File: src/sme_cfg_pkg.sv
// Share vectors are always MAX_SHARES wide; lanes at or above the built share count carry zero
package sme_cfg_pkg;

    // Share-count limits ----------------------------
    localparam int MIN_SHARES = 2;    // Fewest shares a unit may be built with
    localparam int MAX_SHARES = 4;    // Width of every share vector on a port

    localparam int XLEN = 32;         // Scalar register width

    // Share vectors ---------------------------------
    // Lane 0 is the first share; recombined value is the XOR of the live lanes

    // One 32-bit operand as Boolean shares
    typedef logic [MAX_SHARES-1:0][XLEN-1:0] share_word_t;

    // One byte as Boolean shares, also used for the random byte vector
    typedef logic [MAX_SHARES-1:0][7:0] share_byte_t;

endpackage
File: src/aes_op_pkg.sv
// Request and result of one aes32 step; operands are share vectors from sme_cfg_pkg
package aes_op_pkg;

    import sme_cfg_pkg::*;

    // Byte position in rs2, also the rotation amount in bytes
    typedef logic [1:0] byte_sel_t;

    // Operation request ------------------------------
    // dec/mix together pick one of the four aes32 kinds:
    //   dec=0 mix=0  encrypt, S-box only
    //   dec=0 mix=1  encrypt with MixColumn
    //   dec=1 mix=0  decrypt, inverse S-box only
    //   dec=1 mix=1  decrypt with inverse MixColumn
    typedef struct packed {
        logic        dec;     // Inverse S-box / inverse column
        logic        mix;     // Expand by column coefficients
        byte_sel_t   bs;      // Byte select
        share_word_t rs1;     // Accumulator operand
        share_word_t rs2;     // Source of the S-box byte
    } aes_req_t;

    // Operation result -------------------------------
    typedef struct packed {
        share_word_t rd;      // rs1 XOR rotated column, per share
    } aes_rsp_t;

endpackage

File: src/sme_aes_top.sv
`timescale 1ns/10ps
// Fixed four-cycle latency from req sample to ack; NSHARES from MIN_SHARES to MAX_SHARES only
module sme_aes_top
    import sme_cfg_pkg::*, aes_op_pkg::*;
#(
    parameter int NSHARES = 3            // Live share lanes
)(
    input  logic        g_clk,
    input  logic        reset,
    input  logic        req,
    input  aes_req_t    req_data,
    input  share_byte_t rng,             // Random bytes, sampled on accept
    input  logic        flush,
    output logic        ack,
    output aes_rsp_t    rsp
);

    aes_req_t    op;                     // Captured request
    logic        sbox_load;
    logic        res_load;
    share_byte_t sbox_out;

    // Share-count range check at elaboration
    if (NSHARES < MIN_SHARES || NSHARES > MAX_SHARES) begin : g_bad_nshares
        $error("NSHARES out of range");
    end

    // Control ---------------------------------------
    sme_aes_ctrl #(
        .NSHARES   (NSHARES)
    ) i_ctrl (
        .g_clk     (g_clk),
        .reset     (reset),
        .req       (req),
        .req_data  (req_data),
        .flush     (flush),
        .ack       (ack),
        .op        (op),
        .sbox_load (sbox_load),
        .res_load  (res_load)
    );

    // Datapath --------------------------------------
    sme_sbox_masked #(
        .NSHARES   (NSHARES)
    ) i_sbox (
        .g_clk     (g_clk),
        .reset     (reset),
        .load      (sbox_load),
        .rng       (rng),
        .op        (op),
        .sbox_out  (sbox_out)
    );

    sme_aes_mixcol #(
        .NSHARES   (NSHARES)
    ) i_mixcol (
        .g_clk     (g_clk),
        .reset     (reset),
        .load      (res_load),
        .op        (op),
        .sbox_out  (sbox_out),
        .rsp       (rsp)
    );

endmodule

File: src/sme_aes_mixcol.sv
`timescale 1ns/10ps
// Linear back end, works share by share; lanes at or above NSHARES read zero
module sme_aes_mixcol
    import sme_cfg_pkg::*, aes_op_pkg::*;
#(
    parameter int NSHARES = 3            // Live share lanes
)(
    input  logic        g_clk,
    input  logic        reset,
    input  logic        load,            // Result strobe, edge 3
    input  aes_req_t    op,              // Captured operands
    input  share_byte_t sbox_out,        // Masked S-box byte
    output aes_rsp_t    rsp
);

    share_word_t rd_next;

    // Multiply by a 4-bit constant in GF(2^8)
    function automatic logic [7:0] gf_mulc(input logic [7:0] a, input logic [3:0] c);
        logic [7:0] acc;
        logic [7:0] pa;
        acc = 8'h00;
        pa  = a;
        for (int i = 0; i < 4; i++) begin
            if (c[i]) acc = acc ^ pa;
            pa = {pa[6:0], 1'b0} ^ (pa[7] ? 8'h1b : 8'h00);
        end
        return acc;
    endfunction

    // Rotate left by whole bytes
    function automatic logic [31:0] rotl_bytes(input logic [31:0] w, input byte_sel_t n);
        case (n)
            2'd0:    return w;
            2'd1:    return {w[23:0], w[31:24]};
            2'd2:    return {w[15:0], w[31:16]};
            default: return {w[7:0],  w[31:8]};
        endcase
    endfunction

    // Column expansion --------------------------------
    always_comb begin : p_col
        logic [7:0]  s;
        logic [31:0] col;
        rd_next = '0;                    // Dead lanes stay zero
        for (int i = 0; i < NSHARES; i++) begin
            s = sbox_out[i];
            if (!op.mix)
                col = {24'h0, s};
            else if (op.dec)
                col = {gf_mulc(s, 4'd11), gf_mulc(s, 4'd13), gf_mulc(s, 4'd9), gf_mulc(s, 4'd14)};
            else
                col = {gf_mulc(s, 4'd3), s, s, gf_mulc(s, 4'd2)};
            rd_next[i] = rotl_bytes(col, op.bs) ^ op.rs1[i];
        end
    end

    // Result register, held through ack
    always_ff @(posedge g_clk) begin
        if (reset) begin
            rsp <= '0;
        end else if (load) begin
            rsp.rd <= rd_next;
        end
    end

endmodule

File: src/sme_sbox_masked.sv
`timescale 1ns/10ps
// Reference S-box only: shares are recombined in the clear, so no side-channel protection
module sme_sbox_masked
    import sme_cfg_pkg::*, aes_op_pkg::*;
#(
    parameter int NSHARES = 3            // Live share lanes
)(
    input  logic        g_clk,
    input  logic        reset,
    input  logic        load,            // Accept pulse from control
    input  share_byte_t rng,             // Fresh random bytes, lane 0 unused
    input  aes_req_t    op,              // Captured operands
    output share_byte_t sbox_out         // Re-masked S-box byte
);

    logic        stage1;                 // Recombine step pending
    logic        stage2;                 // S-box step pending
    share_byte_t rng_keep;               // rng with lane 0 and dead lanes cleared
    share_byte_t rng_q;                  // Masks taken at accept
    logic [7:0]  byte_mix;               // Recombined rs2 byte
    logic [7:0]  byte_q;
    logic [7:0]  sbox_val;               // Unmasked S-box result
    logic [7:0]  mask;                   // XOR of the new masks
    share_byte_t sbox_next;

    // GF(2^8) helpers -------------------------------
    // Poly x^8+x^4+x^3+x+1
    function automatic logic [7:0] gf_mul(input logic [7:0] a, input logic [7:0] b);
        logic [7:0] acc;
        logic [7:0] pa;
        acc = 8'h00;
        pa  = a;
        for (int i = 0; i < 8; i++) begin
            if (b[i]) acc = acc ^ pa;
            pa = {pa[6:0], 1'b0} ^ (pa[7] ? 8'h1b : 8'h00);   // xtime
        end
        return acc;
    endfunction

    // a^254, which also maps 0 to 0
    function automatic logic [7:0] gf_inv(input logic [7:0] a);
        logic [7:0] p;
        logic [7:0] r;
        p = a;
        r = 8'h01;
        for (int i = 1; i < 8; i++) begin
            p = gf_mul(p, p);            // a^(2^i)
            r = gf_mul(r, p);
        end
        return r;
    endfunction

    function automatic logic [7:0] rotl8(input logic [7:0] a, input int n);
        return (a << n) | (a >> (8 - n));
    endfunction

    // Forward affine map, constant 0x63
    function automatic logic [7:0] fwd_affine(input logic [7:0] a);
        return a ^ rotl8(a, 1) ^ rotl8(a, 2) ^ rotl8(a, 3) ^ rotl8(a, 4) ^ 8'h63;
    endfunction

    // Inverse affine map, constant 0x05
    function automatic logic [7:0] inv_affine(input logic [7:0] a);
        return rotl8(a, 1) ^ rotl8(a, 3) ^ rotl8(a, 6) ^ 8'h05;
    endfunction

    // Datapath --------------------------------------
    always_comb begin
        byte_mix = 8'h00;
        rng_keep = '0;
        for (int i = 0; i < NSHARES; i++) begin
            byte_mix = byte_mix ^ op.rs2[i][{op.bs, 3'b000} +: 8];  // Pick byte bs
            if (i > 0) rng_keep[i] = rng[i];
        end
    end

    assign sbox_val = op.dec ? gf_inv(inv_affine(byte_q)) : fwd_affine(gf_inv(byte_q));

    always_comb begin
        mask = 8'h00;
        for (int i = 0; i < MAX_SHARES; i++) begin
            mask = mask ^ rng_q[i];      // Cleared lanes add nothing
        end
        sbox_next    = rng_q;            // Shares 1.. are the masks themselves
        sbox_next[0] = sbox_val ^ mask;
    end

    // Stage tracking, edge 1 then edge 2
    always_ff @(posedge g_clk) begin
        if (reset) begin
            stage1 <= 1'b0;
            stage2 <= 1'b0;
        end else begin
            stage1 <= load;
            stage2 <= stage1;
        end
    end

    always_ff @(posedge g_clk) begin
        if (load)   rng_q    <= rng_keep;    // Edge 0
        if (stage1) byte_q   <= byte_mix;    // Edge 1
        if (stage2) sbox_out <= sbox_next;   // Edge 2
    end

endmodule

File: src/sme_aes_ctrl.sv
`timescale 1ns/10ps
// Four-phase req/ack, one request in flight; req_data must be stable while req is high
module sme_aes_ctrl
    import sme_cfg_pkg::*, aes_op_pkg::*;
#(
    parameter int NSHARES = 3            // Live share lanes
)(
    input  logic     g_clk,
    input  logic     reset,
    input  logic     req,                // Requester strobe
    input  aes_req_t req_data,           // Operands, sampled on accept
    input  logic     flush,              // Abort, no ack
    output logic     ack,                // rsp valid
    output aes_req_t op,                 // Captured operands
    output logic     sbox_load,          // Accept pulse, rng capture
    output logic     res_load            // Result register strobe
);

    // FSM states
    localparam logic [1:0] ST_IDLE    = 2'd0;
    localparam logic [1:0] ST_RUN     = 2'd1;
    localparam logic [1:0] ST_DONE    = 2'd2;
    localparam logic [1:0] ST_RELEASE = 2'd3;

    logic [1:0] state;
    logic [1:0] step;                    // Pipeline step within run
    logic       accept;                  // Request taken this cycle
    aes_req_t   req_trim;                // Request with dead lanes cleared

    // Strobes ---------------------------------------
    assign accept    = (state == ST_IDLE) && req && !flush;
    assign sbox_load = accept;                                       // Edge 0
    assign res_load  = (state == ST_RUN) && (step == 2'd2) && !flush; // Edge 3
    assign ack       = (state == ST_DONE);                           // From edge 4

    // Lanes past NSHARES forced to zero on the way in
    always_comb begin
        req_trim = req_data;
        for (int i = NSHARES; i < MAX_SHARES; i++) begin
            req_trim.rs1[i] = '0;
            req_trim.rs2[i] = '0;
        end
    end

    // FSM and step counter --------------------------
    always_ff @(posedge g_clk) begin
        if (reset || flush) begin
            state <= ST_IDLE;            // Flush drops any run or ack
            step  <= 2'd0;
        end else begin
            case (state)
                ST_IDLE: begin
                    step <= 2'd0;
                    if (req) state <= ST_RUN;
                end
                ST_RUN: begin
                    step <= step + 2'd1;                  // 0..3, wraps on exit
                    if (step == 2'd3) state <= ST_DONE;
                end
                ST_DONE: if (!req) state <= ST_RELEASE;   // Hold ack for req
                ST_RELEASE: if (!req) state <= ST_IDLE;   // ack low, wait quiet req
                default: state <= ST_IDLE;
            endcase
        end
    end

    // Operand register, held until the next accept
    always_ff @(posedge g_clk) begin
        if (accept) op <= req_trim;
    end

endmodule

File: config.mk
export PLATFORM = sky130hd
export DESIGN_NAME = sme_aes_top
export DESIGN_NICKNAME = d
export VERILOG_FILES = /design/src/sme_cfg_pkg.sv /design/src/aes_op_pkg.sv /design/src/sme_aes_top.sv /design/src/sme_aes_mixcol.sv /design/src/sme_sbox_masked.sv /design/src/sme_aes_ctrl.sv
export SDC_FILE = /design/constraint.sdc
export NUM_CORES = 2
export LEC_CHECK = 0
export ABC_AREA = 1
export BUFFER_PORTS_ARGS = -buffer_cell sky130_fd_sc_hd__buf_2
export CORE_MARGIN = 2
export CORE_UTILIZATION = 55
export CTS_CLUSTER_SIZE = 12
export DETAILED_ROUTE_END_ITERATION = 8
export PLACE_DENSITY = 0.84
export SETUP_SLACK_MARGIN = 0.5
export SYNTH_ARGS = -nofsm -noshare
export SYNTH_HDL_FRONTEND = slang
export SYNTH_SLANG_ARGS = --single-unit
export TNS_END_PERCENT = 5
File: constraint.sdc
create_clock -name g_clk -period 22.9 [get_ports g_clk]
set_clock_uncertainty 0.05 [all_clocks]
set_input_delay 1.145 -clock g_clk [delete_from_list [all_inputs] [get_ports g_clk]]
set_output_delay 1.145 -clock g_clk [all_outputs]
set_load 0.01 [all_outputs]
# Yosys cells after proc, flatten, opt, wreduce, memory -nomap -nowiden
# Cells that the tools add are included.
totals:
  reg_bits: 346
  in_bits: 296
  out_inout_bits: 129
  elab_cells: 947
op_classes:
  add_sub_neg: 1
  n_eq_ne: 11
  n_shift: 3
  n_mux: 467
  bitwise_logic: 433
  reduce_logical: 10
ops:
  columns: ["op", "n"]
  rows:
  - ["$xor 8x8->8", 406]
  - ["$mux 8", 247]
  - ["$mux 5", 193]
  - ["$pmux 32 s3", 3]
  - ["$mux 32", 6]
  - ["$shiftx 32x6->8", 3]
  - ["$xor 32x32->32", 3]
  - ["$or 8x1->8", 2]
  - ["$or 8x3->8", 2]
  - ["$mux 7", 2]
  - ["$not 1->1 const A", 14]
  - ["$mux 2", 6]
  - ["$mux 6", 2]
  - ["$eq 2x2->1 const B", 5]
  - ["$mux 4", 2]
  - ["$ne 2x2->1 const B", 4]
  - ["$or 8x2->8", 1]
  - ["$or 8x4->8", 1]
  - ["$or 8x6->8", 1]
  - ["$pmux 2 s4", 1]
  - ["$xor 8x5->8", 1]
  - ["$mux 3", 2]
  - ["$eq 2x1->1 const B", 2]
  - ["$logic_and 1x1->1", 4]
  - ["other kinds (10)", 12]

# Logic depth before layout (Yosys ltp)
depth:
  word_depth: 135
  ltp_mapped: 132
  ltp_nobuf: 129

# Cells and area by module
# From an unflattened synthesis, not the netlist that was laid out.
hier_totals:
  cells_unflattened: 9867
  hier_area_um2: 54848.9
modules_own_cells:
  columns: ["mod", "instances", "cells_each", "area_per_inst_um2", "seq_area_each_um2"]
  rows:
  - ["sme_sbox_masked", 1, 7395, 37010.5, 1481.4]
  - ["sme_aes_mixcol", 1, 2165, 11164.5, 1921.8]
  - ["sme_aes_ctrl", 1, 307, 6673.9, 5965.7]

# Worst setup path before layout
# OpenSTA, ideal clock, no wires.
synth_path:
  kind: "input-to-reg"
  from: "in flush"
  to: "reg, netlist name i_ctrl.op[0]"
  arrival_time_ns: 15.714
  t_required_ns: 21.803
  setup_slack_ns: 6.089
  stages: 1
  n_path_buf: 0
  path_cell_list: "nor3_1"
synth_via:
  elab_chain_len: 2
synth_lines:
  columns: ["element", "line_no", "rtl"]
  rows:
  - ["start, declared", "sme_aes_top.sv:13", "input logic flush,"]
  - ["$logic_not 1->1", "sme_aes_ctrl.sv:31", "assign accept = (state == ST_IDLE) && req && !flush;"]
  - ["$logic_and 1x1->1", "sme_aes_ctrl.sv:31", null]
# No other way between the ends.
# A chain may end at the register's enable or synchronous reset.

==> impl_metrics.py <==
metrics = {
    "global_route": {
        "grt_pass1_wl_um": 257000,
        "antenna_found_initial": 12,
        "grt_pass1_vias": 52800,
        "grt_max_degree": 89,
        "grt.total_usage": 0.323,
        "grt_overflow": 0,
    },
    "logic_synthesis": {
        "yosysSeqAreaShare": 0.182,
        "netlist_area_um2": 51500,
        "syn_avg_cell_area_um2": 5.80,
        "synth_top_flop_cell": "edfxtp_1",
        "ys_types": 68,
        "synth_edf_count": 244,
        "ys_ff_latch": 346,
        "synth_cells": 8884,
        "async_flop_share": 0,
        "yosysWarnings": 0,
    },
    "setup_path": {
        "max_stage_delay_ns": 0.89,
        "cp_max_fo": 24,
        "critPathSlowestCell": "edfxtp_1",
        "arrival_ns": 18.47,
        "start_kind": "register",
        "end_kind": "register",
        "crit_top_cell": "nand2_1",
        "required_ns": 23.14,
        "criticalPathCategory": "register to register",
    },
    "clock_tree": {
        "cts_root_buffer": "clkbuf_16",
        "numCtsBuffers": 36,
        "htreeDepth": 2,
        "clock-sinks": 346,
        "insertion_delay_ns": 0.55,
        "hold_buffers": 0,
        "clockBufferDepth": 3,
        "postCtsResizedCells": 0,
        "cts_tree": "done",
        "cts_setup_buffers": 0,
        "cts.clk_slew.worst_paths_ns": 0.06,
    },
    "cells_and_area": {
        "final_nets": 9302,
        "finalInstanceArea_um2": 54300,
        "layout_common_cells": "nand2_1 (3,303), nand3_1 (1,090), inv_1 (889)",
        "final_common_cell": "nand2_1",
        "drive_gt1_frac": 0.0979,
        "syn_to_final_growth_pct": 5.34,
        "stdcell_count": 10300,
    },
    "floorplanning": {
        "die_x_um": 310,
        "io_pins": 425,
        "die_h_um": 310,
        "die_area_um2": 96200,
        "core_um2": 93000,
        "start_util": 0.554,
        "std_cell_rows": 112,
    },
    "detailed_routing": {
        "drt-total-wl_um": 162000,
        "firstDrtPassIters": 9,
        "drt_iter0_markers": 6365,
        "drc_errors": 2,
        "antenna_left": 0,
        "routedWlPerCell_um": 15.8,
        "num_vias": 57900,
        "viasPerCell": 5.64,
    },
    "placed_design": {
        "dpl_cell_area_um2": 53200,
        "place_congestion": 0.993,
        "port_buffers": 312,
        "dp.cells": 10200,
        "post-dp-hpwl_um": 121000,
    },
    "timing": {
        "min_period_ns": 18.23,
        "slew_headroom": 0.233,
        "finalHoldViolCount": 0,
        "setup_tns_ns": 0,
        "slew_viol_final": 0,
        "rsz0062_at_grt": "false",
        "worst_pin_slew_ns": 1.15,
        "min_period_over_period": 0.796,
        "clock.fmax_mhz": 54.8,
        "setup_viol": 0,
    },
    "flow_run": {
        "cap_violations": 0,
    },
    "run_status": {
        "outcome": "finished with violations",
        "failed_checks": "design-rule violations",
    },
    "min_path": {
        "hp-class": "register to register",
    },
}
==> cells in the mapped netlist (23+ instances only) <==
library cell / n / area [um^2]
o21ai_1: 41 / 205
buf_2: 53 / 265
buf_4: 69 / 518
nand2_4: 41 / 462
xor2_1: 505 / 4420
nand3_1: 1090 / 5460
nand4_1: 80 / 500
xor2_2: 23 / 374
o21ai_0: 379 / 1900
a22o_1: 26 / 228
clkbuf_1: 129 / 484
o221ai_1: 29 / 254
inv_1: 890 / 3340
o22ai_1: 37 / 231
nand2_1: 3304 / 12400
buf_6: 40 / 450
nand3b_1: 79 / 593
or2_1: 28 / 175
nand2_2: 226 / 1410
xnor2_1: 240 / 2100
nor2_1: 688 / 2580
a21oi_1: 157 / 786
inv_2: 86 / 323
edfxtp_1: 244 / 7330
dfxtp_1: 102 / 2040
a221oi_1: 38 / 333
==> metrics by stage <==
step	utilization	setup slack, ns	hold WS (ns)
floorplan	-	6.09	0.397
global placement	0.572	5.67	0.405
detailed placement	0.572	5.35	0.413
CTS	0.583	5.30	0.427
global route	0.583	3.18	0.429
finish	0.583	4.67	0.425
==> layout make-up <==
class | instances | area [um^2]
inverters | 1009 | 3840
flip-flops and latches | 346 | 9370
fillers | 9162 | 38800
repair buffers | 344 | 1800
clock inverters | 8 | 81.3
well taps | 1254 | 1570
clock buffers | 58 | 993
diodes | 3 | 7.51
multi-input cells | 7250 | 36600
==> critical path: cells and delay by family (launching register included) <==
family,cells,cell delay (ns)
AOI/OAI and AO/OA,2,0.31
xor gates and xnor gates,7,2.05
adders and majority gates,1,0.49
buffers and inverters,16,3.75
DFF,1,0.89
and+or+nand+nor,68,10.41
==> sequential cells by signal, indices dropped and copies added (netlist names) <==
register,flops
i_sbox.stage2,1
i_ctrl.state,2
i_mixcol.rsp,96
i_sbox.rng_q,16
i_sbox.stage1,1
i_ctrl.step,2
i_sbox.byte_q,8
i_ctrl.op,196
i_sbox.sbox_out,24
==> layer usage <==
layer  vias to the layer above  global-route usage  wire (um)
li1                      28400                   -          -
met1                     26000               0.399      63400
met2                      3005               0.547      74400
met3                       506              0.0457      15300
met4                        14               0.169       8720
met5                         -                   0         87
==> cells by family after synthesis <==
logic type | count (synthesis) | synth area share
and+or+nand+nor | 5620 | 0.471
AOI/OAI and AO/OA | 785 | 0.0880
adders and majority gates | 19 | 0.00461
xor gates and xnor gates | 794 | 0.144
buffers and inverters | 1319 | 0.111
DFF | 346 | 0.182
other | 1 | 0.0000728
==> worst paths after layout <==
check	start	endpoint	slack [ns]	depth (start not counted)
max	i_sbox.byte_q[3]	i_sbox.sbox_out[0]	4.67	94
min	i_sbox.rng_q[15]	i_sbox.sbox_out[15]	0.42	0
max reg2reg	i_sbox.byte_q[3]	i_sbox.sbox_out[0]	4.67	94
min reg2reg	i_sbox.rng_q[15]	i_sbox.sbox_out[15]	0.42	0
Power is left out: the tool's default activity adds up to more than one toggle a clock period on the data nets, which glitch-free logic cannot reach.
